## src/hdl/isa_pkg.sv

```systemverilog
package isa_pkg;

	// Major opcodes
	localparam logic [3:0] OP_BNE   = 4'd0;
	localparam logic [3:0] OP_BEQ   = 4'd1;
	localparam logic [3:0] OP_BGZ   = 4'd2;
	localparam logic [3:0] OP_BLZ   = 4'd3;
	localparam logic [3:0] OP_ADI   = 4'd4;
	localparam logic [3:0] OP_ORI   = 4'd5;
	localparam logic [3:0] OP_LHI   = 4'd6;
	localparam logic [3:0] OP_LWD   = 4'd7;
	localparam logic [3:0] OP_SWD   = 4'd8;
	localparam logic [3:0] OP_JMP   = 4'd9;
	localparam logic [3:0] OP_JAL   = 4'd10;
	localparam logic [3:0] OP_RTYPE = 4'd15;

	// Function codes under OP_RTYPE
	localparam logic [5:0] FN_ADD = 6'd0;
	localparam logic [5:0] FN_SUB = 6'd1;
	localparam logic [5:0] FN_AND = 6'd2;
	localparam logic [5:0] FN_ORR = 6'd3;
	localparam logic [5:0] FN_NOT = 6'd4;
	localparam logic [5:0] FN_JPR = 6'd25;
	localparam logic [5:0] FN_JRL = 6'd26;
	localparam logic [5:0] FN_WWD = 6'd28;
	localparam logic [5:0] FN_HLT = 6'd29;

	// One instruction word, three field layouts
	typedef union packed {
		struct packed {
			logic [3:0] opcode;
			logic [1:0] rs;
			logic [1:0] rt;
			logic [1:0] rd;
			logic [5:0] func;
		} r_fields;
		struct packed {
			logic [3:0] opcode;
			logic [1:0] rs;
			logic [1:0] rt;
			logic [7:0] imm;
		} i_fields;
		struct packed {
			logic [3:0] opcode;
			logic [11:0] target;
		} j_fields;
	} instr_t;

endpackage

```

## src/hdl/pipe_pkg.sv

```systemverilog
package pipe_pkg;

	localparam logic [15:0] RESET_PC = 16'h0000;

	// ADI r0, r0, 0 with its write suppressed by the pipeline
	localparam logic [15:0] BUBBLE_WORD = 16'h4000;

	// Operand source select in EX
	localparam logic [1:0] FWD_REGFILE = 2'b00;
	localparam logic [1:0] FWD_MEMWB   = 2'b01;
	localparam logic [1:0] FWD_EXMEM   = 2'b10;

	localparam logic [2:0] ALU_ADD  = 3'd0;
	localparam logic [2:0] ALU_SUB  = 3'd1;
	localparam logic [2:0] ALU_AND  = 3'd2;
	localparam logic [2:0] ALU_OR   = 3'd3;
	localparam logic [2:0] ALU_NOT  = 3'd4;
	localparam logic [2:0] ALU_PASS = 3'd5;
	localparam logic [2:0] ALU_LHI  = 3'd6;

	// Destination register select
	localparam logic [1:0] DST_RD   = 2'd0;
	localparam logic [1:0] DST_RT   = 2'd1;
	localparam logic [1:0] DST_LINK = 2'd2;

endpackage

```

## src/hdl/instr_stream_if.sv

```systemverilog
`timescale 1ns/10ps

interface instr_stream_if;
	logic        valid;
	logic        ready;
	logic [15:0] pc;
	logic [15:0] instr;

	modport src (
		output valid,
		output pc,
		output instr,
		input  ready
	);

	modport dst (
		input  valid,
		input  pc,
		input  instr,
		output ready
	);
endinterface

```

## src/hdl/cpu_core.sv

```systemverilog
`timescale 1ns/10ps

module cpu_core #(
	parameter int QUEUE_DEPTH = 4
) (
	input  logic        clk,
	input  logic        reset_n,
	input  logic [15:0] imem_data,
	input  logic [15:0] dmem_rdata,
	output logic        imem_read,
	output logic [15:0] imem_addr,
	output logic        dmem_read,
	output logic        dmem_write,
	output logic [15:0] dmem_addr,
	output logic [15:0] dmem_wdata,
	output logic [15:0] num_inst,
	output logic [15:0] output_port,
	output logic        is_halted
);
	logic        flush;
	logic [15:0] redirect_pc;

	instr_stream_if fetch_q ();
	instr_stream_if q_exec ();

	fetch_unit fetch_unit_inst (
		.clk         (clk),
		.reset_n     (reset_n),
		.flush       (flush),
		.redirect_pc (redirect_pc),
		.imem_data   (imem_data),
		.imem_read   (imem_read),
		.imem_addr   (imem_addr),
		.out         (fetch_q)
	);

	fetch_queue #(
		.QUEUE_DEPTH (QUEUE_DEPTH)
	) fetch_queue_inst (
		.clk     (clk),
		.reset_n (reset_n),
		.flush   (flush),
		.in      (fetch_q),
		.out     (q_exec)
	);

	exec_pipeline exec_pipeline_inst (
		.clk         (clk),
		.reset_n     (reset_n),
		.dmem_rdata  (dmem_rdata),
		.in          (q_exec),
		.flush       (flush),
		.redirect_pc (redirect_pc),
		.dmem_read   (dmem_read),
		.dmem_write  (dmem_write),
		.dmem_addr   (dmem_addr),
		.dmem_wdata  (dmem_wdata),
		.num_inst    (num_inst),
		.output_port (output_port),
		.is_halted   (is_halted)
	);

endmodule

```

## src/hdl/exec_pipeline.sv

```systemverilog
`timescale 1ns/10ps

module exec_pipeline (
	input  logic        clk,
	input  logic        reset_n,
	input  logic [15:0] dmem_rdata,
	instr_stream_if.dst in,
	output logic        flush,
	output logic [15:0] redirect_pc,
	output logic        dmem_read,
	output logic        dmem_write,
	output logic [15:0] dmem_addr,
	output logic [15:0] dmem_wdata,
	output logic [15:0] num_inst,
	output logic [15:0] output_port,
	output logic        is_halted
);
	import isa_pkg::*;
	import pipe_pkg::*;

	logic [15:0] regs [4];

	instr_t      id_word;
	logic        id_valid;
	logic        halt_pending;
	logic        stall;
	logic        accept;
	logic        c_reg_write, c_mem_read, c_mem_write, c_mem_to_reg, c_alu_src;
	logic        c_pc_to_reg, c_wwd, c_halt, c_retire;
	logic        c_is_branch, c_is_jump, c_is_jump_reg;
	logic [1:0]  c_reg_dst;
	logic [2:0]  c_alu_op;
	logic [1:0]  id_rs, id_rt, id_dest;
	logic [15:0] id_rs_val, id_rt_val, id_imm, id_link;
	logic        is_rtype, uses_rs, uses_rt;
	logic        load_use, operand_wait, taken;

	logic        idex_reg_write, idex_mem_read, idex_mem_write, idex_mem_to_reg;
	logic        idex_pc_to_reg, idex_wwd, idex_retire, idex_halt, idex_alu_src;
	logic [2:0]  idex_alu_op;
	logic [1:0]  idex_rs, idex_rt, idex_dest;
	logic [15:0] idex_rs_val, idex_rt_val, idex_imm, idex_link;

	logic [1:0]  fwd_a, fwd_b;
	logic [15:0] ex_a, ex_b_reg, ex_b, alu_out, ex_result;

	logic        exmem_reg_write, exmem_mem_read, exmem_mem_write, exmem_mem_to_reg;
	logic        exmem_wwd, exmem_retire, exmem_halt;
	logic [1:0]  exmem_dest;
	logic [15:0] exmem_result, exmem_store, mem_value;

	logic        memwb_reg_write, memwb_wwd, memwb_retire, memwb_halt;
	logic [1:0]  memwb_dest;
	logic [15:0] memwb_result;

	// ID reads the queue head directly
	assign id_valid = in.valid && !halt_pending;
	assign id_word  = id_valid ? instr_t'(in.instr) : instr_t'(BUBBLE_WORD);
	assign id_rs    = id_word.r_fields.rs;
	assign id_rt    = id_word.r_fields.rt;

	instr_decoder decoder_inst (
		.instr       (id_word),
		.reg_write   (c_reg_write),
		.mem_read    (c_mem_read),
		.mem_write   (c_mem_write),
		.mem_to_reg  (c_mem_to_reg),
		.alu_src     (c_alu_src),
		.pc_to_reg   (c_pc_to_reg),
		.wwd         (c_wwd),
		.halt        (c_halt),
		.retire      (c_retire),
		.is_branch   (c_is_branch),
		.is_jump     (c_is_jump),
		.is_jump_reg (c_is_jump_reg),
		.reg_dst     (c_reg_dst),
		.alu_op      (c_alu_op)
	);

	// Register file with write-through from WB
	assign id_rs_val = (memwb_reg_write && memwb_dest == id_rs) ? memwb_result : regs[id_rs];
	assign id_rt_val = (memwb_reg_write && memwb_dest == id_rt) ? memwb_result : regs[id_rt];

	assign id_imm  = (id_word.i_fields.opcode == OP_ORI) ? {8'h00, id_word.i_fields.imm} :
		{{8{id_word.i_fields.imm[7]}}, id_word.i_fields.imm};
	assign id_link = in.pc + 16'd1;
	assign id_dest = (c_reg_dst == DST_RD) ? id_word.r_fields.rd :
		(c_reg_dst == DST_RT) ? id_rt : 2'd2;

	assign is_rtype = (id_word.r_fields.opcode == OP_RTYPE);
	assign uses_rs  = !(id_word.r_fields.opcode inside {OP_LHI, OP_JMP, OP_JAL}) &&
		!(is_rtype && id_word.r_fields.func == FN_HLT);
	assign uses_rt  = (is_rtype && id_word.r_fields.func inside {FN_ADD, FN_SUB, FN_AND, FN_ORR}) ||
		(id_word.r_fields.opcode inside {OP_SWD, OP_BNE, OP_BEQ});

	assign load_use = idex_mem_read && idex_reg_write &&
		((uses_rs && idex_dest == id_rs) || (uses_rt && idex_dest == id_rt));

	// Branch operands are read in ID without forwarding
	assign operand_wait = (c_is_branch || c_is_jump_reg) &&
		((uses_rs && ((idex_reg_write && idex_dest == id_rs) ||
			(exmem_reg_write && exmem_dest == id_rs))) ||
		(uses_rt && ((idex_reg_write && idex_dest == id_rt) ||
			(exmem_reg_write && exmem_dest == id_rt))));

	assign stall    = id_valid && (load_use || operand_wait);
	assign accept   = id_valid && !stall;
	assign in.ready = !stall && !halt_pending;

	always_comb begin
		case (id_word.i_fields.opcode)
			OP_BNE:  taken = (id_rs_val != id_rt_val);
			OP_BEQ:  taken = (id_rs_val == id_rt_val);
			OP_BGZ:  taken = ($signed(id_rs_val) > 0);
			OP_BLZ:  taken = ($signed(id_rs_val) < 0);
			default: taken = 1'b0;
		endcase
	end

	assign flush       = accept && ((c_is_branch && taken) || c_is_jump || c_is_jump_reg);
	assign redirect_pc = c_is_jump_reg ? id_rs_val :
		c_is_jump ? {in.pc[15:12], id_word.j_fields.target} : id_link + id_imm;

	always_ff @(posedge clk) begin
		if (!reset_n) begin
			halt_pending    <= 1'b0;
			idex_reg_write  <= 1'b0;
			idex_mem_read   <= 1'b0;
			idex_mem_write  <= 1'b0;
			idex_mem_to_reg <= 1'b0;
			idex_pc_to_reg  <= 1'b0;
			idex_wwd        <= 1'b0;
			idex_retire     <= 1'b0;
			idex_halt       <= 1'b0;
		end else begin
			if (accept && c_halt)
				halt_pending <= 1'b1;
			idex_reg_write  <= accept && c_reg_write;
			idex_mem_read   <= accept && c_mem_read;
			idex_mem_write  <= accept && c_mem_write;
			idex_mem_to_reg <= accept && c_mem_to_reg;
			idex_pc_to_reg  <= accept && c_pc_to_reg;
			idex_wwd        <= accept && c_wwd;
			idex_retire     <= accept && c_retire;
			idex_halt       <= accept && c_halt;
		end
	end

	always_ff @(posedge clk) begin
		idex_alu_src <= c_alu_src;
		idex_alu_op  <= c_alu_op;
		idex_rs      <= id_rs;
		idex_rt      <= id_rt;
		idex_dest    <= id_dest;
		idex_rs_val  <= id_rs_val;
		idex_rt_val  <= id_rt_val;
		idex_imm     <= id_imm;
		idex_link    <= id_link;
	end

	// EX forwarding, nearest writer first
	always_comb begin
		fwd_a = FWD_REGFILE;
		fwd_b = FWD_REGFILE;
		if (exmem_reg_write && exmem_dest == idex_rs)
			fwd_a = FWD_EXMEM;
		else if (memwb_reg_write && memwb_dest == idex_rs)
			fwd_a = FWD_MEMWB;
		if (exmem_reg_write && exmem_dest == idex_rt)
			fwd_b = FWD_EXMEM;
		else if (memwb_reg_write && memwb_dest == idex_rt)
			fwd_b = FWD_MEMWB;
	end

	// Load data reaches EX straight from the data memory
	assign mem_value = exmem_mem_to_reg ? dmem_rdata : exmem_result;

	assign ex_a = (fwd_a == FWD_EXMEM) ? mem_value :
		(fwd_a == FWD_MEMWB) ? memwb_result : idex_rs_val;
	assign ex_b_reg = (fwd_b == FWD_EXMEM) ? mem_value :
		(fwd_b == FWD_MEMWB) ? memwb_result : idex_rt_val;
	assign ex_b = idex_alu_src ? idex_imm : ex_b_reg;

	always_comb begin
		case (idex_alu_op)
			ALU_ADD:  alu_out = ex_a + ex_b;
			ALU_SUB:  alu_out = ex_a - ex_b;
			ALU_AND:  alu_out = ex_a & ex_b;
			ALU_OR:   alu_out = ex_a | ex_b;
			ALU_NOT:  alu_out = ~ex_a;
			ALU_LHI:  alu_out = {ex_b[7:0], 8'h00};
			default:  alu_out = ex_a;
		endcase
	end

	assign ex_result = idex_pc_to_reg ? idex_link : alu_out;

	always_ff @(posedge clk) begin
		if (!reset_n) begin
			exmem_reg_write  <= 1'b0;
			exmem_mem_read   <= 1'b0;
			exmem_mem_write  <= 1'b0;
			exmem_mem_to_reg <= 1'b0;
			exmem_wwd        <= 1'b0;
			exmem_retire     <= 1'b0;
			exmem_halt       <= 1'b0;
			memwb_reg_write  <= 1'b0;
			memwb_wwd        <= 1'b0;
			memwb_retire     <= 1'b0;
			memwb_halt       <= 1'b0;
		end else begin
			exmem_reg_write  <= idex_reg_write;
			exmem_mem_read   <= idex_mem_read;
			exmem_mem_write  <= idex_mem_write;
			exmem_mem_to_reg <= idex_mem_to_reg;
			exmem_wwd        <= idex_wwd;
			exmem_retire     <= idex_retire;
			exmem_halt       <= idex_halt;
			memwb_reg_write  <= exmem_reg_write;
			memwb_wwd        <= exmem_wwd;
			memwb_retire     <= exmem_retire;
			memwb_halt       <= exmem_halt;
		end
	end

	always_ff @(posedge clk) begin
		exmem_result <= ex_result;
		exmem_store  <= ex_b_reg;
		exmem_dest   <= idex_dest;
		memwb_result <= mem_value;
		memwb_dest   <= exmem_dest;
	end

	assign dmem_read  = exmem_mem_read;
	assign dmem_write = exmem_mem_write;
	assign dmem_addr  = exmem_result;
	assign dmem_wdata = exmem_store;

	// WB and retirement
	always_ff @(posedge clk) begin
		if (!reset_n) begin
			regs        <= '{default: 16'h0000};
			num_inst    <= 16'h0000;
			output_port <= 16'h0000;
			is_halted   <= 1'b0;
		end else begin
			if (memwb_reg_write)
				regs[memwb_dest] <= memwb_result;
			if (memwb_retire)
				num_inst <= num_inst + 16'd1;
			if (memwb_wwd)
				output_port <= memwb_result;
			if (memwb_halt)
				is_halted <= 1'b1;
		end
	end

	assert property (@(posedge clk) disable iff (!reset_n)
		!(dmem_read && dmem_write));

	assert property (@(posedge clk) disable iff (!reset_n)
		stall |-> !flush);

endmodule

```

## src/hdl/fetch_queue.sv

```systemverilog
`timescale 1ns/10ps

module fetch_queue #(
	parameter int QUEUE_DEPTH = 4
) (
	input  logic        clk,
	input  logic        reset_n,
	input  logic        flush,
	instr_stream_if.dst in,
	instr_stream_if.src out
);
	localparam int PTR_W = $clog2(QUEUE_DEPTH);
	localparam int CNT_W = $clog2(QUEUE_DEPTH + 1);

	logic [15:0]      pc_mem    [QUEUE_DEPTH];
	logic [15:0]      instr_mem [QUEUE_DEPTH];
	logic [PTR_W-1:0] wr_ptr;
	logic [PTR_W-1:0] rd_ptr;
	logic [CNT_W-1:0] count;
	logic             push;
	logic             pop;

	function automatic logic [PTR_W-1:0] ptr_next(input logic [PTR_W-1:0] ptr);
		return (ptr == PTR_W'(QUEUE_DEPTH - 1)) ? '0 : ptr + 1'b1;
	endfunction

	// Two free slots cover the request still in flight
	assign in.ready = (count <= CNT_W'(QUEUE_DEPTH - 2));
	assign push     = in.valid;

	assign out.valid = (count != '0);
	assign out.pc    = pc_mem[rd_ptr];
	assign out.instr = instr_mem[rd_ptr];
	assign pop       = out.valid && out.ready;

	always_ff @(posedge clk) begin
		if (!reset_n || flush) begin
			wr_ptr <= '0;
			rd_ptr <= '0;
			count  <= '0;
		end else begin
			if (push)
				wr_ptr <= ptr_next(wr_ptr);
			if (pop)
				rd_ptr <= ptr_next(rd_ptr);
			if (push && !pop)
				count <= count + 1'b1;
			else if (pop && !push)
				count <= count - 1'b1;
		end
	end

	always_ff @(posedge clk) begin
		if (push) begin
			pc_mem[wr_ptr]    <= in.pc;
			instr_mem[wr_ptr] <= in.instr;
		end
	end

	assert property (@(posedge clk) disable iff (!reset_n)
		(count == CNT_W'(QUEUE_DEPTH)) |-> !in.valid);

	assert property (@(posedge clk) disable iff (!reset_n)
		(count == '0) |-> !pop);

endmodule

```

## src/hdl/fetch_unit.sv

```systemverilog
`timescale 1ns/10ps

module fetch_unit (
	input  logic        clk,
	input  logic        reset_n,
	input  logic        flush,
	input  logic [15:0] redirect_pc,
	input  logic [15:0] imem_data,
	output logic        imem_read,
	output logic [15:0] imem_addr,
	instr_stream_if.src out
);
	import pipe_pkg::*;

	logic [15:0] pc;
	logic [15:0] req_pc;
	logic        running;
	logic        pending;
	logic        discard;

	// One request per cycle while the queue can absorb it
	assign imem_read = running && out.ready;
	assign imem_addr = pc;

	assign out.valid = pending && !discard;
	assign out.pc    = req_pc;
	assign out.instr = out.valid ? imem_data : BUBBLE_WORD;

	always_ff @(posedge clk) begin
		if (!reset_n) begin
			pc      <= RESET_PC;
			running <= 1'b0;
			pending <= 1'b0;
			discard <= 1'b0;
		end else begin
			running <= 1'b1;
			pending <= imem_read;
			// Word returning next cycle is from the old path
			discard <= flush;
			if (flush)
				pc <= redirect_pc;
			else if (imem_read)
				pc <= pc + 16'd1;
		end
	end

	always_ff @(posedge clk) begin
		if (imem_read)
			req_pc <= pc;
	end

	assert property (@(posedge clk) disable iff (!reset_n)
		flush |=> !out.valid);

endmodule

```

## src/hdl/instr_decoder.sv

```systemverilog
`timescale 1ns/10ps

module instr_decoder (
	input  isa_pkg::instr_t instr,
	output logic            reg_write,
	output logic            mem_read,
	output logic            mem_write,
	output logic            mem_to_reg,
	output logic            alu_src,
	output logic            pc_to_reg,
	output logic            wwd,
	output logic            halt,
	output logic            retire,
	output logic            is_branch,
	output logic            is_jump,
	output logic            is_jump_reg,
	output logic [1:0]      reg_dst,
	output logic [2:0]      alu_op
);
	import isa_pkg::*;
	import pipe_pkg::*;

	always_comb begin
		reg_write   = 1'b0;
		mem_read    = 1'b0;
		mem_write   = 1'b0;
		mem_to_reg  = 1'b0;
		alu_src     = 1'b0;
		pc_to_reg   = 1'b0;
		wwd         = 1'b0;
		halt        = 1'b0;
		retire      = 1'b1;
		is_branch   = 1'b0;
		is_jump     = 1'b0;
		is_jump_reg = 1'b0;
		reg_dst     = DST_RT;
		alu_op      = ALU_ADD;

		case (instr.r_fields.opcode)
			OP_ADI, OP_ORI, OP_LHI: begin
				reg_write = 1'b1;
				alu_src   = 1'b1;
				if (instr.i_fields.opcode == OP_ORI)
					alu_op = ALU_OR;
				else if (instr.i_fields.opcode == OP_LHI)
					alu_op = ALU_LHI;
			end
			OP_LWD: begin
				reg_write  = 1'b1;
				mem_read   = 1'b1;
				mem_to_reg = 1'b1;
				alu_src    = 1'b1;
			end
			OP_SWD: begin
				mem_write = 1'b1;
				alu_src   = 1'b1;
			end
			OP_BNE, OP_BEQ, OP_BGZ, OP_BLZ:
				is_branch = 1'b1;
			OP_JMP:
				is_jump = 1'b1;
			OP_JAL: begin
				is_jump   = 1'b1;
				reg_write = 1'b1;
				pc_to_reg = 1'b1;
				reg_dst   = DST_LINK;
			end
			OP_RTYPE: begin
				case (instr.r_fields.func)
					FN_ADD, FN_SUB, FN_AND, FN_ORR, FN_NOT: begin
						reg_write = 1'b1;
						reg_dst   = DST_RD;
						// Function codes 0 to 4 share the ALU encoding
						alu_op    = instr.r_fields.func[2:0];
					end
					FN_WWD: begin
						wwd    = 1'b1;
						alu_op = ALU_PASS;
					end
					FN_JPR:
						is_jump_reg = 1'b1;
					FN_JRL: begin
						is_jump_reg = 1'b1;
						reg_write   = 1'b1;
						pc_to_reg   = 1'b1;
						reg_dst     = DST_LINK;
					end
					FN_HLT:
						halt = 1'b1;
					default:
						retire = 1'b0;
				endcase
			end
			default:
				retire = 1'b0;
		endcase
	end

endmodule

```

## config.mk

```make
export PLATFORM = sky130hd
export DESIGN_NAME = cpu_core
export DESIGN_NICKNAME = d
export VERILOG_FILES = /design/src/hdl/isa_pkg.sv /design/src/hdl/pipe_pkg.sv /design/src/hdl/instr_stream_if.sv /design/src/hdl/cpu_core.sv /design/src/hdl/exec_pipeline.sv /design/src/hdl/fetch_queue.sv /design/src/hdl/fetch_unit.sv /design/src/hdl/instr_decoder.sv
export SDC_FILE = /design/constraint.sdc
export NUM_CORES = 1
export LEC_CHECK = 0
export ABC_AREA = 1
export BUFFER_PORTS_ARGS = -buffer_cell sky130_fd_sc_hd__buf_2
export CAP_MARGIN = 20
export CORE_MARGIN = 5
export CORE_UTILIZATION = 45
export CTS_BUF_LIST = sky130_fd_sc_hd__clkbuf_16
export DETAILED_ROUTE_END_ITERATION = 8
export GPL_TIMING_DRIVEN = 0
export PLACE_DENSITY = 0.72
export SYNTH_ARGS = -nofsm -noshare
export SYNTH_HDL_FRONTEND = slang
export SYNTH_HIERARCHICAL = 1
export SYNTH_SLANG_ARGS = --single-unit
```

## constraint.sdc

```tcl
create_clock -name clk -period 4.4 [get_ports clk]
set_clock_uncertainty 0.2 [all_clocks]
set_input_delay 1.32 -clock clk [delete_from_list [all_inputs] [get_ports clk]]
set_output_delay 1.32 -clock clk [all_outputs]
set_load 0.005 [all_outputs]
```

==> Yosys cells after proc, flatten, opt, wreduce, memory -nomap -nowiden <==
Memory sizes are Yosys's and may differ from the RTL's. A register that Yosys moved wholly into a read port is not among the register bits.
Cells that the tools add are included.
{ "word_totals": {"ff_bits": 283, "ramBits": 128, "n_memories": 2} }
{ "mem_list": {"columns": ["name", "depth", "word_bits", "read_ports", "rd_clocked_by_memory_dff", "write_ports", "line_no", "source"], "rows": [
  ["fetch_queue_inst.instr_mem", 4, 16, 1, 1, 1, "fetch_queue.sv:16", "logic [15:0] instr_mem [QUEUE_DEPTH];"],
  ["fetch_queue_inst.pc_mem", 4, 16, 1, 1, 1, "fetch_queue.sv:15", "logic [15:0] pc_mem [QUEUE_DEPTH];"]
]} }
{ "op_classes": {"magnitude_cmp": 7, "n_bitwise": 6, "n_mux": 67, "n_addsub": 10, "n_eq_ne": 43, "n_reduce_logical": 77} }
{ "ops": {"columns": ["operator", "count"], "rows": [
  ["16-bit 2-to-1 mux", 21],
  ["16-bit case mux with 6 select lines", 1],
  ["16-bit binary-select mux with 2-bit select", 2],
  ["64-bit bitwise mux", 1],
  ["16-bit by 1-bit adder with 16-bit output (second input constant)", 3],
  ["1-bit logical AND", 39],
  ["16-bit adder", 2],
  ["16-bit demux with 2-bit select", 1],
  ["6-bit by 5-bit == test with 1-bit output (second input constant)", 4],
  ["2-bit == test", 10],
  ["2-bit 2-to-1 mux", 10],
  ["1-bit 2-to-1 mux", 19],
  ["16-bit bitwise AND", 1],
  ["16-bit == test", 1],
  ["4-bit by 3-bit == test with 1-bit output (second input constant)", 4],
  ["4-bit == test (second input constant)", 4],
  ["16-bit by 1-bit greater-than comparator with 1-bit output (second input constant)", 1],
  ["16-bit by 1-bit less-than comparator with 1-bit output (second input constant)", 1],
  ["16-bit inequality test", 1],
  ["16-bit NOT", 1],
  ["16-bit bitwise OR", 1],
  ["16-bit subtractor", 1],
  ["5-bit OR reduction", 3],
  ["6-bit by 2-bit == test with 1-bit output (second input constant)", 2],
  ["other kinds (36)", 76]
]} }

==> Depth between registers and ports, before layout <==
Gate-level depths: netlist of the first run.
{ "logic_depth": {"ltp_word": 18, "ltp_mapped": 32, "depth_no_buf": 31} }

==> By module <==
Netlist of the first run, hierarchy kept.
{ "by_module_without_submodules": {"columns": ["module", "n_inst", "seq_area_each_um2", "area_per_inst_um2", "cells_each"], "rows": [
  ["exec_pipeline", 1, 4724.5, 13230.2, 1989],
  ["fetch_queue", 1, 4023.9, 5258.8, 375],
  ["fetch_unit", 1, 860.8, 1729.2, 223],
  ["instr_decoder", 1, 0.0, 331.6, 72]
]} }

==> Least setup slack after synthesis of the first run <==
Ideal clock, no wire load.
{ "synth_path": {"path_type": "input to register", "start": "input port dmem_rdata[0]", "end": "register exec_pipeline_inst.exmem_result[10], in the netlist exec_pipeline_inst/dmem_addr[10]", "required_time_ps": 4081, "slack_ps": -93, "n_path_buf": 0, "cell_stages": 23, "setup_time_ps": 119, "arrival_time_ps": 4174, "path_cell_list": "inv_1 nand2_1 o21ai_0 nand2_1 nand2_1 o21ai_1 inv_1 ha_1 or2_2 o21ai_0 inv_1 fa_1 inv_1 nand3_1 nand2_1 a21oi_1 inv_1 a21oi_1 or2_2 nand3_1 nand3_1 a211oi_1 nor2_1"} }
{ "synth_via": {"elab_chain_len": 6, "elab_cells_between_ends": 8, "classes_between": "add/sub: 2; mux: 6"} }
{ "synth_lines": {"columns": ["element", "line_no", "source"], "rows": [
  ["from (decl)", "cpu_core.sv:9", "input logic [15:0] dmem_rdata,"],
  ["16-bit 2-to-1 mux *", "exec_pipeline.sv:176", "assign mem_value = exmem_mem_to_reg ? dmem_rdata : exmem_result;"],
  ["16-bit 2-to-1 mux", "exec_pipeline.sv:180", "assign ex_b_reg = (fwd_b == FWD_EXMEM) ? mem_value :"],
  ["16-bit 2-to-1 mux", "exec_pipeline.sv:182", "assign ex_b = idex_alu_src ? idex_imm : ex_b_reg;"],
  ["16-bit subtractor or 16-bit adder (tied branches)", "exec_pipeline.sv:187, exec_pipeline.sv:186", null],
  ["16-bit case mux with 6 select lines *", "exec_pipeline.sv:185", "case (idex_alu_op)"],
  ["16-bit 2-to-1 mux *", "exec_pipeline.sv:196", "assign ex_result = idex_pc_to_reg ? idex_link : alu_out;"],
  ["via exec_pipeline_inst.ex_result[10]", "exec_pipeline.sv:45", "logic [15:0] ex_a, ex_b_reg, ex_b, alu_out, ex_result;"],
  ["to (signal assigned)", "exec_pipeline.sv:227", "exmem_result <= ex_result;"],
  ["to (decl)", "exec_pipeline.sv:50", "logic [15:0] exmem_result, exmem_store, mem_value;"]
]} }
Mark *: on every way through the listed nets, which the timed path passes. The rest lies on a longest branch.
A chain may end at the register's enable or synchronous reset.

==> results of run 1 <==
power breakdown:
group          total [mW]  switching [mW]  internal (mW)  leakage (nW)
registers            5.23           0.512           4.72          3.50
clock network        3.40            1.52           1.88         0.680
logic                12.3            8.07           4.23          6.72
stage by stage:
stage	hold slack, ns	util [%]	setup slack (ns)	std cells
5_1_grt	0.1977	54.35	-0.08530	3523
4_1_cts	0.1969	52.24	-0.001354	3479
3_5_place_dp	0.1890	48.39	-1.515	3379
2_1_floorplan	0.1638	-	0.01776	2659
6_report	0.1929	54.35	0.07348	3523
3_3_place_gp	0.1821	48.35	-1.437	3376
cell usage in the layout (no fill, tap or decap), types with 28 or more instances in the layout:
cell,instances
nand2_1,511
inv_1,328
dfxtp_1,258
o21ai_0,239
nor2_1,237
a21oi_1,181
edfxtp_1,144
nand3_1,135
buf_2,129
buf_4,82
o21ai_1,62
clkbuf_16,45
clkbuf_1,43
nand4_1,41
ha_1,37
nand2_2,33
xor2_1,28
logic make-up (layout without fill, tap and decap cells):
| group | Yosys count | in the layout | synth area share [%] |
|---|---|---|---|
| fa+ha+maj | 45 | 45 | 2.849 |
| xor+xnor | 44 | 44 | 2.021 |
| flops | 408 | 408 | 46.76 |
| compound gates | 627 | 627 | 16.68 |
| buf+inv | 457 | 721 | 9.236 |
| mux | 7 | 7 | 0.3775 |
| simple gates | 1071 | 1071 | 22.07 |
worst max path at each step:
stage / end / slack [ns] / cells past startpoint
after floorplan: exec_pipeline_inst/dmem_addr[10] / 0.02 / 23
after global placement: fetch_unit_inst/imem_addr[9] / -1.44 / 26
after detailed placement: fetch_unit_inst/imem_addr[9] / -1.52 / 26
after CTS: fetch_unit_inst/imem_addr[9] / -0.001 / 27
after global routing: fetch_unit_inst/imem_addr[13] / -0.09 / 24
final: fetch_unit_inst/imem_addr[6] / 0.07 / 27
metal layers:
metal	up-vias	GRT usage [%]	wire (um)
met5	-	0	79
met4	6	11.26	3232
met3	212	3.984	5213
met2	875	45.22	33600
met1	9263	34.38	28530
li1	9323	-	-
critical path, cell delays in order (launching register included):
cell	delay, ns
dfxtp_2	0.35
buf_8	0.15
clkinv_8	0.09
buf_6	0.15
nor2_1	0.12
o22ai_2	0.12
buf_4	0.18
nand2_2	0.15
buf_2	0.31
nor2_1	0.06
o21ai_0	0.30
nand2_1	0.15
inv_1	0.07
nor2_1	0.05
nand2_1	0.06
nand2_1	0.06
nor2_1	0.10
nand2_1	0.10
nor2_4	0.17
nand3_1	0.10
nand3_1	0.12
nand2_1	0.09
a21oi_4	0.27
buf_4	0.22
nor2_4	0.06
buf_6	0.16
a21oi_1	0.17
nor2_1	0.06
what timing repair did:
action                     CTS  global route
pin swaps                   11            50
resized for setup           73           185
cloned                       0             1
buffers inserted            23            44
hold buffers                 0             0
setup endpoints to repair   31            35
hold endpoints to repair     0             0
final cells by class:
class | count | area (sq um)
multi-input combinational | 1794 | 9777
clock inverter | 34 | 203.9
timing repair buffer | 188 | 1141
tap | 600 | 750.7
sequential | 408 | 9619
fill | 4246 | 20670
inverter | 344 | 1314
buffer | 111 | 705.7
clock buffer | 44 | 1101
==> metrics.txt, run 1 <==
Initial Util=between 40% and 50%; slew at the pin with the worst max-slew slack=0.9310 ns; vias=approximately 20000; top cells by count, synth=nand2_1 (536), inv_1 (334), dfxtp_1 (264), o21ai_0 (264), nor2_1 (258); CTS H-Tree Depth=2; first-pass GRT wire length=approximately 100000 um; DP Wirelength=roughly 52000 um; worst-path fanout max=10; Iter 0 DRT Violations=between 1500 and 2000; CTS tree=done; Final Max Tran Viols=0; Post-synth ARST share=0%; CTS Buf Count=44; largest net degree at the start of global routing=33; Avg Inst Size Synth=a little under 8 sq um; Antenna diodes=0; Yosys cell types=between 50 and 60; Final period util=between 90% and 100%; Bufs on Longest Clock Path=3; status=completed; critical path arrival=4.57 ns; initial antenna violation count=3; Residual DRC=0; Min Clock Period, post-route=~4.3 ns; register area share after synthesis=46.76%; Core ar.=around 0.045 sq mm; ratio of cells with drive above 1 in the final layout=around 18%; Post-synth EDFFs=between 100 and 150; count leader, synth=nand2_1; Die X-Extent=between 200 and 250 um; Max Fclk=231.1 MHz; Mapped Nets=between 2000 and 3000; Routed wire per std cell=about 20 um; gpl congestion=0.9727; top cells by area, synth=dfxtp_1 (26%), edfxtp_1 (21%), nand2_1 (9.8%); P_leak=between 10 and 15 nW; Worst Hold End=exec_pipeline_inst/exmem_dest[0]; pwr dens=850.1 mW/mm^2; I/O Pins=roughly 120; post-place instance area=0.02191 sq mm; num rows=between 70 and 80; via count of the first global-routing pass=approximately 18000; total die area=~0.05 sq mm; synth warn=6; clk sinks=~410; Hold Path Stages=0; Max VDD drop=~0.00040 V; global-route usage over all layers=a little over a quarter; Hold Crit Class=flip-flop to flip-flop; CTS root buffer=clkbuf_16; Hold Vio Cnt, Final=0; Relative slew margins=between 30% and 40%; gr ovfl total=0; Crit Path Category=flip-flop to flip-flop; most area-hungry cell type in the Yosys netlist=dfxtp_1; IO Port Bufs=about 120; routed vias/inst=approximately 5.6; CP Launch Type=flip-flop; Hold Crit Start=exec_pipeline_inst/idex_dest[0]; later-pin clock latency in the skew report=slightly below 0.6 ns; Final #Nets=approximately 3000; top_reg_cell synth=dfxtp_1; flops & latches, synth=408; R2R setup slack=between 0.07 and 0.08 ns; Final Cell Area=approximately 0.025 sq mm; Routed WL=70660 um; final setup fails=0; area grow syn2layout=19.77%; share of the synthesized area in the top cell type=between 20% and 30%; crit path capture type=flip-flop; CTS clk-pin slew, worst paths=approximately 0.060 ns; setup TNS=0 ns; worst-case reg-to-reg path depth=27; R2R Path End=fetch_unit_inst/imem_addr[6]; Post-Syn Area=0.02055 sq mm; total power=roughly 21 mW; post-route ant nets=0; Pre-Repair DR Iteration Count=6; WP data required=4.64 ns; Largest regs=exec_pipeline_inst/regs (64), fetch_queue_inst/instr_mem (64), fetch_queue_inst/pc_mem (64); die height=about 220 um; Max Cap Viol=0; Mapped Cells=between 2000 and 3000
No activity file was read; power rests on OpenSTA's default activity.
==> run 2: changes to the inputs <==
--- a/config.mk
+++ b/config.mk
@@ -5,7 +5,6 @@
 export SDC_FILE = /design/constraint.sdc
 export NUM_CORES = 1
 export LEC_CHECK = 0
-export ABC_AREA = 1
 export BUFFER_PORTS_ARGS = -buffer_cell sky130_fd_sc_hd__buf_2
 export CAP_MARGIN = 20
 export CORE_MARGIN = 5
==> metrics.txt, run 2 <==
status=complete, but fails checks; failing checks=setup timing; CTS tree=done; vias=16462; hold buffers post-CTS=0; first-pass GRT wire length=just over 90000 um; Pre-Repair DR Iteration Count=8; register area share after synthesis=a little under half; Hold Crit Class=flip-flop to flip-flop; Post-Syn Area=roughly 0.020 sq mm; most area-hungry cell type in the Yosys netlist=dfxtp_1; DP Cell Count=between 2000 and 3000; Hold Vio Cnt, Final=0; post-route ant nets=0; setup TNS=-7.562 ns; Crit Path Category=flip-flop to flip-flop; Max Cap Viol=0; Post-synth EDFFs=roughly 140; Relative slew margins=about 39%; num rows=77; clk sinks=408; Iter 0 DRT Violations=~1400; Buf/Inv on CP=4; worst-path fanout max=10; count leader, synth=dfxtp_1; CTS H-Tree Depth=2; Final Cell Area=~0.025 sq mm; CTS clk-pin slew, worst paths=0.06 ns; Initial Util=between 40% and 50%; critical path arrival=5.02 ns; Yosys cell types=between 80 and 90; crit path capture type=flip-flop; CP Launch Type=flip-flop; hold slack=between 0.2 and 0.25 ns; Max VDD drop=about 0.00047 V; CP Cell Sequence=buf_12, mux4_2, nand2b_4, o32ai_4, o21ai_4, buf_12, buf_12, mux2i_2, xnor2_4, nor4_2, nand4_1, xnor2_1, nor3_1, o41a_1, clkbuf_8, o311a_1; Post-synth ARST share=0%; gpl congestion=approximately 0.99; most used cell, CP=buf_12; top cells by area, synth=dfxtp_1 (26%), edfxtp_1 (21%), nand2_1 (4.0%); total die area=slightly below 0.05 sq mm; Min Clock Period, post-route=4.774 ns; Crit path largest cell delay=0.57 ns; Avg Inst Size Synth=just over 10 sq um; area grow syn2layout=23.59%; synth warn=6; Antenna diodes=0; slew at the pin with the worst max-slew slack=0.9155 ns; Die X-Extent=221.7 um; flops & latches, synth=408; DP Wirelength=44080 um; largest net degree at the start of global routing=33; pwr dens=~900 mW/mm^2; commonest non-fill, non-tap cell in the layout=dfxtp_1; Routed wire per std cell=21.90 um; Residual DRC=0; ratio of cells with drive above 1 in the final layout=25.90%; Final period util=108.5%; later-pin clock latency in the skew report=0.58 ns; final setup fails=31; share of the synthesized area in the top cell type=about a quarter; Max Fclk=209.5 MHz; Largest regs=exec_pipeline_inst/regs (64), fetch_queue_inst/instr_mem (64), fetch_queue_inst/pc_mem (64); Worst path top cell family by delay=compound AO/OA/AOI/OAI gates; CTS Buf Count=43; top_reg_cell synth=dfxtp_1; Core ar.=around 0.044 sq mm; WP data required=~4.6 ns; setup ws final=-0.3736 ns; IO Port Bufs=between 100 and 150; I/O Pins=~120; Final #Nets=2277; gr ovfl total=0; Mapped Cells=approximately 2000; Mapped Nets=~2000; fin cells=~2800; via count of the first global-routing pass=16088; post-place instance area=0.02158 sq mm; Bufs on Longest Clock Path=3; commonest cells after routing, fill and taps aside=dfxtp_1 (253), nand2_1 (214), edfxtp_1 (144); top cells by count, synth=dfxtp_1 (264), nand2_1 (216), edfxtp_1 (144), a21oi_1 (101), nor2_1 (97); Worst path slowest cell=mux4_2; P_leak=a little under 10 nW; routed vias/inst=a little under 6; RSZ-0062 raised after global routing=yes; global-route usage over all layers=23.46%; initial antenna violation count=0; CTS root buffer=clkbuf_16; Final Max Tran Viols=0; Routed WL=between 60000 and 70000 um; die height=between 200 and 250 um
==> run 2: changes by cell type after synthesis, moves of 40 or more <==
cell,delta
nand2_1,-320
nor2_1,-161
and2_1,+65
a21boi_0,+64
a21oi_1,-91
xnor2_1,+78
inv_1,-265
o21ai_1,-40
o21ai_0,-205
mux2i_1,+75
nand3_1,-122
==> run 2: power breakdown <==
part           internal, mW  switching [mW]
Clock                  2.15            1.50
Combinational          5.76            7.66
Sequential             4.73           0.653
Total                  12.6            9.81
==> run 2: kinds of logic after synthesis <==
family                     Yosys count  share of synthesized area (%)
xor gates and xnor gates           127                          5.514
DFF                                408                          47.63
adders and majority gates           57                          3.498
and+or+nand+nor                    596                          14.69
muxes                              153                          10.05
buffers and inverters              192                          4.186
AOI/OAI and AO/OA                  425                          14.43
==> run 2: final timing paths <==
check                                     start                             to  slack (ns)  cells after the start
setup / recovery                      flip-flop  fetch_unit_inst/imem_addr[15]       -0.37                     16
hold / removal    exec_pipeline_inst/exmem_halt  exec_pipeline_inst/memwb_halt        0.22                      1
setup reg to reg                      flip-flop  fetch_unit_inst/imem_addr[15]       -0.37                     16
hold reg to reg   exec_pipeline_inst/exmem_halt  exec_pipeline_inst/memwb_halt        0.22                      1
==> run 2: layout make-up <==
cell class / instances / area (sq um)
fillers: 3762 / 19380
multi-input cells: 1358 / 10830
flip-flops and latches: 408 / 9633
repair buffers: 205 / 1374
clock buffers: 45 / 1126
well taps: 592 / 740.7
plain buffers: 110 / 663.1
clock inverters: 34 / 290.3
inverters: 72 / 272.8
==> run 2: through the flow <==
step	worst slack [ns]	total power, mW	utilization, %
finish	-0.3736	22.44	56.26
global route	-0.5521	23.56	56.26
CTS	-0.2269	21.20	54.91
detailed placement	-1.072	15.95	48.70
global placement	-1.143	15.77	48.69
floorplan	-0.1992	12.77	-
==> run 2: what timing repair did <==
| item | CTS | global route |
|---|---|---|
| gates resized for setup | 204 | 99 |
| pin swaps | 44 | 46 |
| setup buffers | 63 | 24 |
| gates cloned | 3 | 0 |
| setup endpoints to repair | 37 | 36 |
==> run 2: metal layers <==
layer / GRT usage (%) / vias up / routed length [um]
met2: 38.68 / 733 / 29270
li1: - / 7549 / -
met1: 30.69 / 8011 / 25110
met3: 4.541 / 169 / 4919
met5: 0 / - / 0
met4: 9.127 / 0 / 2530
==> run 3: changes to the inputs <==
--- a/config.mk
+++ b/config.mk
@@ -12,7 +12,7 @@
 export CTS_BUF_LIST = sky130_fd_sc_hd__clkbuf_16
 export DETAILED_ROUTE_END_ITERATION = 8
 export GPL_TIMING_DRIVEN = 0
-export PLACE_DENSITY = 0.72
+export PLACE_DENSITY = 0.7
 export SYNTH_ARGS = -nofsm -noshare
 export SYNTH_HDL_FRONTEND = slang
 export SYNTH_HIERARCHICAL = 1
==> constraint.sdc (replaced) <==
create_clock -name clk -period 4.8 [get_ports clk]
set_clock_uncertainty 0.2 [all_clocks]
set_input_delay 1.44 -clock clk [delete_from_list [all_inputs] [get_ports clk]]
set_output_delay 1.44 -clock clk [all_outputs]
set_load 0.005 [all_outputs]
==> metrics.txt, run 3 (synthesized netlist as in run 2, its figures left out) <==
Die X-Extent=221.7 um; P_leak=roughly 9 nW; hold slack=approximately 0.23 ns; routed vias/inst=5.810; vias=between 15000 and 20000; IO Port Bufs=approximately 120; I/O Pins=between 100 and 150; CTS root buffer=clkbuf_16; critical path arrival=5.06 ns; first-pass GRT wire length=around 91000 um; Final Cell Area=approximately 0.024 sq mm; initial antenna violation count=1; Bufs on Longest Clock Path=3; Initial Util=roughly 46%; status=completed; Residual DRC=0; via count of the first global-routing pass=between 15000 and 20000; crit path capture type=flip-flop; global-route usage over all layers=between 20% and 30%; total die area=roughly 0.05 sq mm; R2R setup slack=between 0.03 and 0.04 ns; worst-case reg-to-reg path depth=18; DP Wirelength=around 44000 um; slew at the pin with the worst max-slew slack=about 0.95 ns; post-place instance area=about 0.022 sq mm; DP Cell Count=2667; WP data required=5.09 ns; final setup fails=0; die height=roughly 220 um; largest net degree at the start of global routing=33; gpl congestion=between 0.9 and 1; ratio of cells with drive above 1 in the final layout=~22%; Core ar.=~0.044 sq mm; area grow syn2layout=18.82%; Max Cap Viol=0; Routed wire per std cell=roughly 22 um; Critical Path End=fetch_unit_inst/imem_addr[14]; CTS H-Tree Depth=2; Crit Path Category=flip-flop to flip-flop; Finished Core Util=54.09%; num rows=just under 80; Routed WL=between 50000 and 60000 um; Hold Vio Cnt, Final=0; CP Launch Type=flip-flop; Min Clock Period, post-route=4.769 ns; CTS clk-pin slew, worst paths=about 0.060 ns; commonest non-fill, non-tap cell in the layout=dfxtp_1; Max VDD drop=0.0004585 V; worst-path fanout max=10; clk sinks=around 410; Pre-Repair DR Iteration Count=6; Max Fclk=between 200 and 250 MHz; commonest cells after routing, fill and taps aside=dfxtp_1 (257), nand2_1 (216), edfxtp_1 (144); CTS Buf Count=44; Final Max Tran Viols=0; Largest regs=exec_pipeline_inst/regs (64), fetch_queue_inst/instr_mem (64), fetch_queue_inst/pc_mem (64); post-route ant nets=0; RSZ-0062 raised after global routing=yes; Final #Nets=between 2000 and 2500; gr ovfl total=0; Hold Crit Class=flip-flop to flip-flop; pwr dens=between 800 and 900 mW/mm^2; later-pin clock latency in the skew report=slightly below 0.6 ns; R2R Path End=fetch_unit_inst/imem_addr[14]; Relative slew margins=36.63%; Iter 0 DRT Violations=1523; Antenna diodes=0; Final period util=99.36%; CTS tree=done; fin cells=2785
## run 3: cell types whose count changed in the layout (fill, tap and decap cells not counted), sizes merged
| cell | before | now |
|---|---|---|
| buf | 235 | 197 |
| clkinv | 19 | 22 |
| bufinv | 5 | 3 |
| clkbuf | 125 | 123 |
## run 3: layer usage
| layer | global-route usage (%) | wire length (um) | part of all wire, % |
|---|---|---|---|
| met5 | 0 | 13 | 0.022 |
| met4 | 8.511 | 2192 | 3.7 |
| met3 | 3.191 | 3933 | 6.6 |
| met2 | 37.73 | 28130 | 47 |
| met1 | 31.76 | 25680 | 43 |
## run 3: through the flow
stage / TNS, ns / power [mW] / setup WS, ns
5_1_grt: -0.9251 / 20.27 / -0.1195
4_1_cts: 0 / 18.30 / 0.0005533
3_3_place_gp: -17.57 / 14.37 / -1.016
6_report: 0 / 19.23 / 0.03061
3_5_place_dp: -21.58 / 14.56 / -1.133
2_1_floorplan: 0 / 11.65 / 0.02400
## run 3: how the worst min path moves through the flow
stage | cells after the start | start | slack, ns | end
global placement | 1 | exec_pipeline_inst/memwb_halt | 0.21 | exec_pipeline_inst/is_halted
finish | 1 | exec_pipeline_inst/memwb_halt | 0.23 | exec_pipeline_inst/is_halted
CTS | 1 | exec_pipeline_inst/memwb_halt | 0.23 | exec_pipeline_inst/is_halted
global route | 1 | exec_pipeline_inst/memwb_halt | 0.25 | exec_pipeline_inst/is_halted
floorplan | 1 | exec_pipeline_inst/memwb_halt | 0.21 | exec_pipeline_inst/is_halted
detailed placement | 1 | exec_pipeline_inst/memwb_halt | 0.22 | exec_pipeline_inst/is_halted
## run 3: area by class of cell
| type | instances | area, sq um |
|---|---|---|
| Tap cell | 592 | 740.7 |
| Fill cell | 3964 | 20350 |
| Clock buffer | 44 | 1101 |
| Timing Repair Buffer | 162 | 958.4 |
| Inverter | 72 | 274.0 |
| Multi-Input combinational cell | 1358 | 10390 |
| Buffer | 114 | 630.6 |
| Sequential cell | 408 | 9618 |
| Clock inverter | 35 | 256.5 |
## run 3: what timing repair did
action | CTS | global route
cloned | 0 | 2
pin swaps | 16 | 30
hold buffers | 0 | 0
gates resized for setup | 78 | 132
buffers inserted | 18 | 25
setup endpoints to repair | 36 | 35
## run 3: where the power goes
group	switching (mW)	leakage (nW)	total [mW]	internal, mW
clock	1.40	0.690	3.23	1.83
sequential	0.543	3.54	4.87	4.32
combinational	6.57	5.01	11.1	4.56
## run 3: critical path, stage by stage, from the launching register on
cell,delay [ns]
dfxtp_2,0.32
buf_6,0.10
buf_12,0.12
mux4_2,0.62
xor2_1,0.27
o32ai_4,0.15
o21ai_4,0.25
buf_6,0.24
mux2i_2,0.39
xnor2_4,0.12
nor4_2,0.31
nand4_1,0.27
xnor2_1,0.22
nor3_1,0.06
o41a_1,0.48
inv_2,0.18
buf_4,0.13
o21ai_1,0.08
a211oi_1,0.19
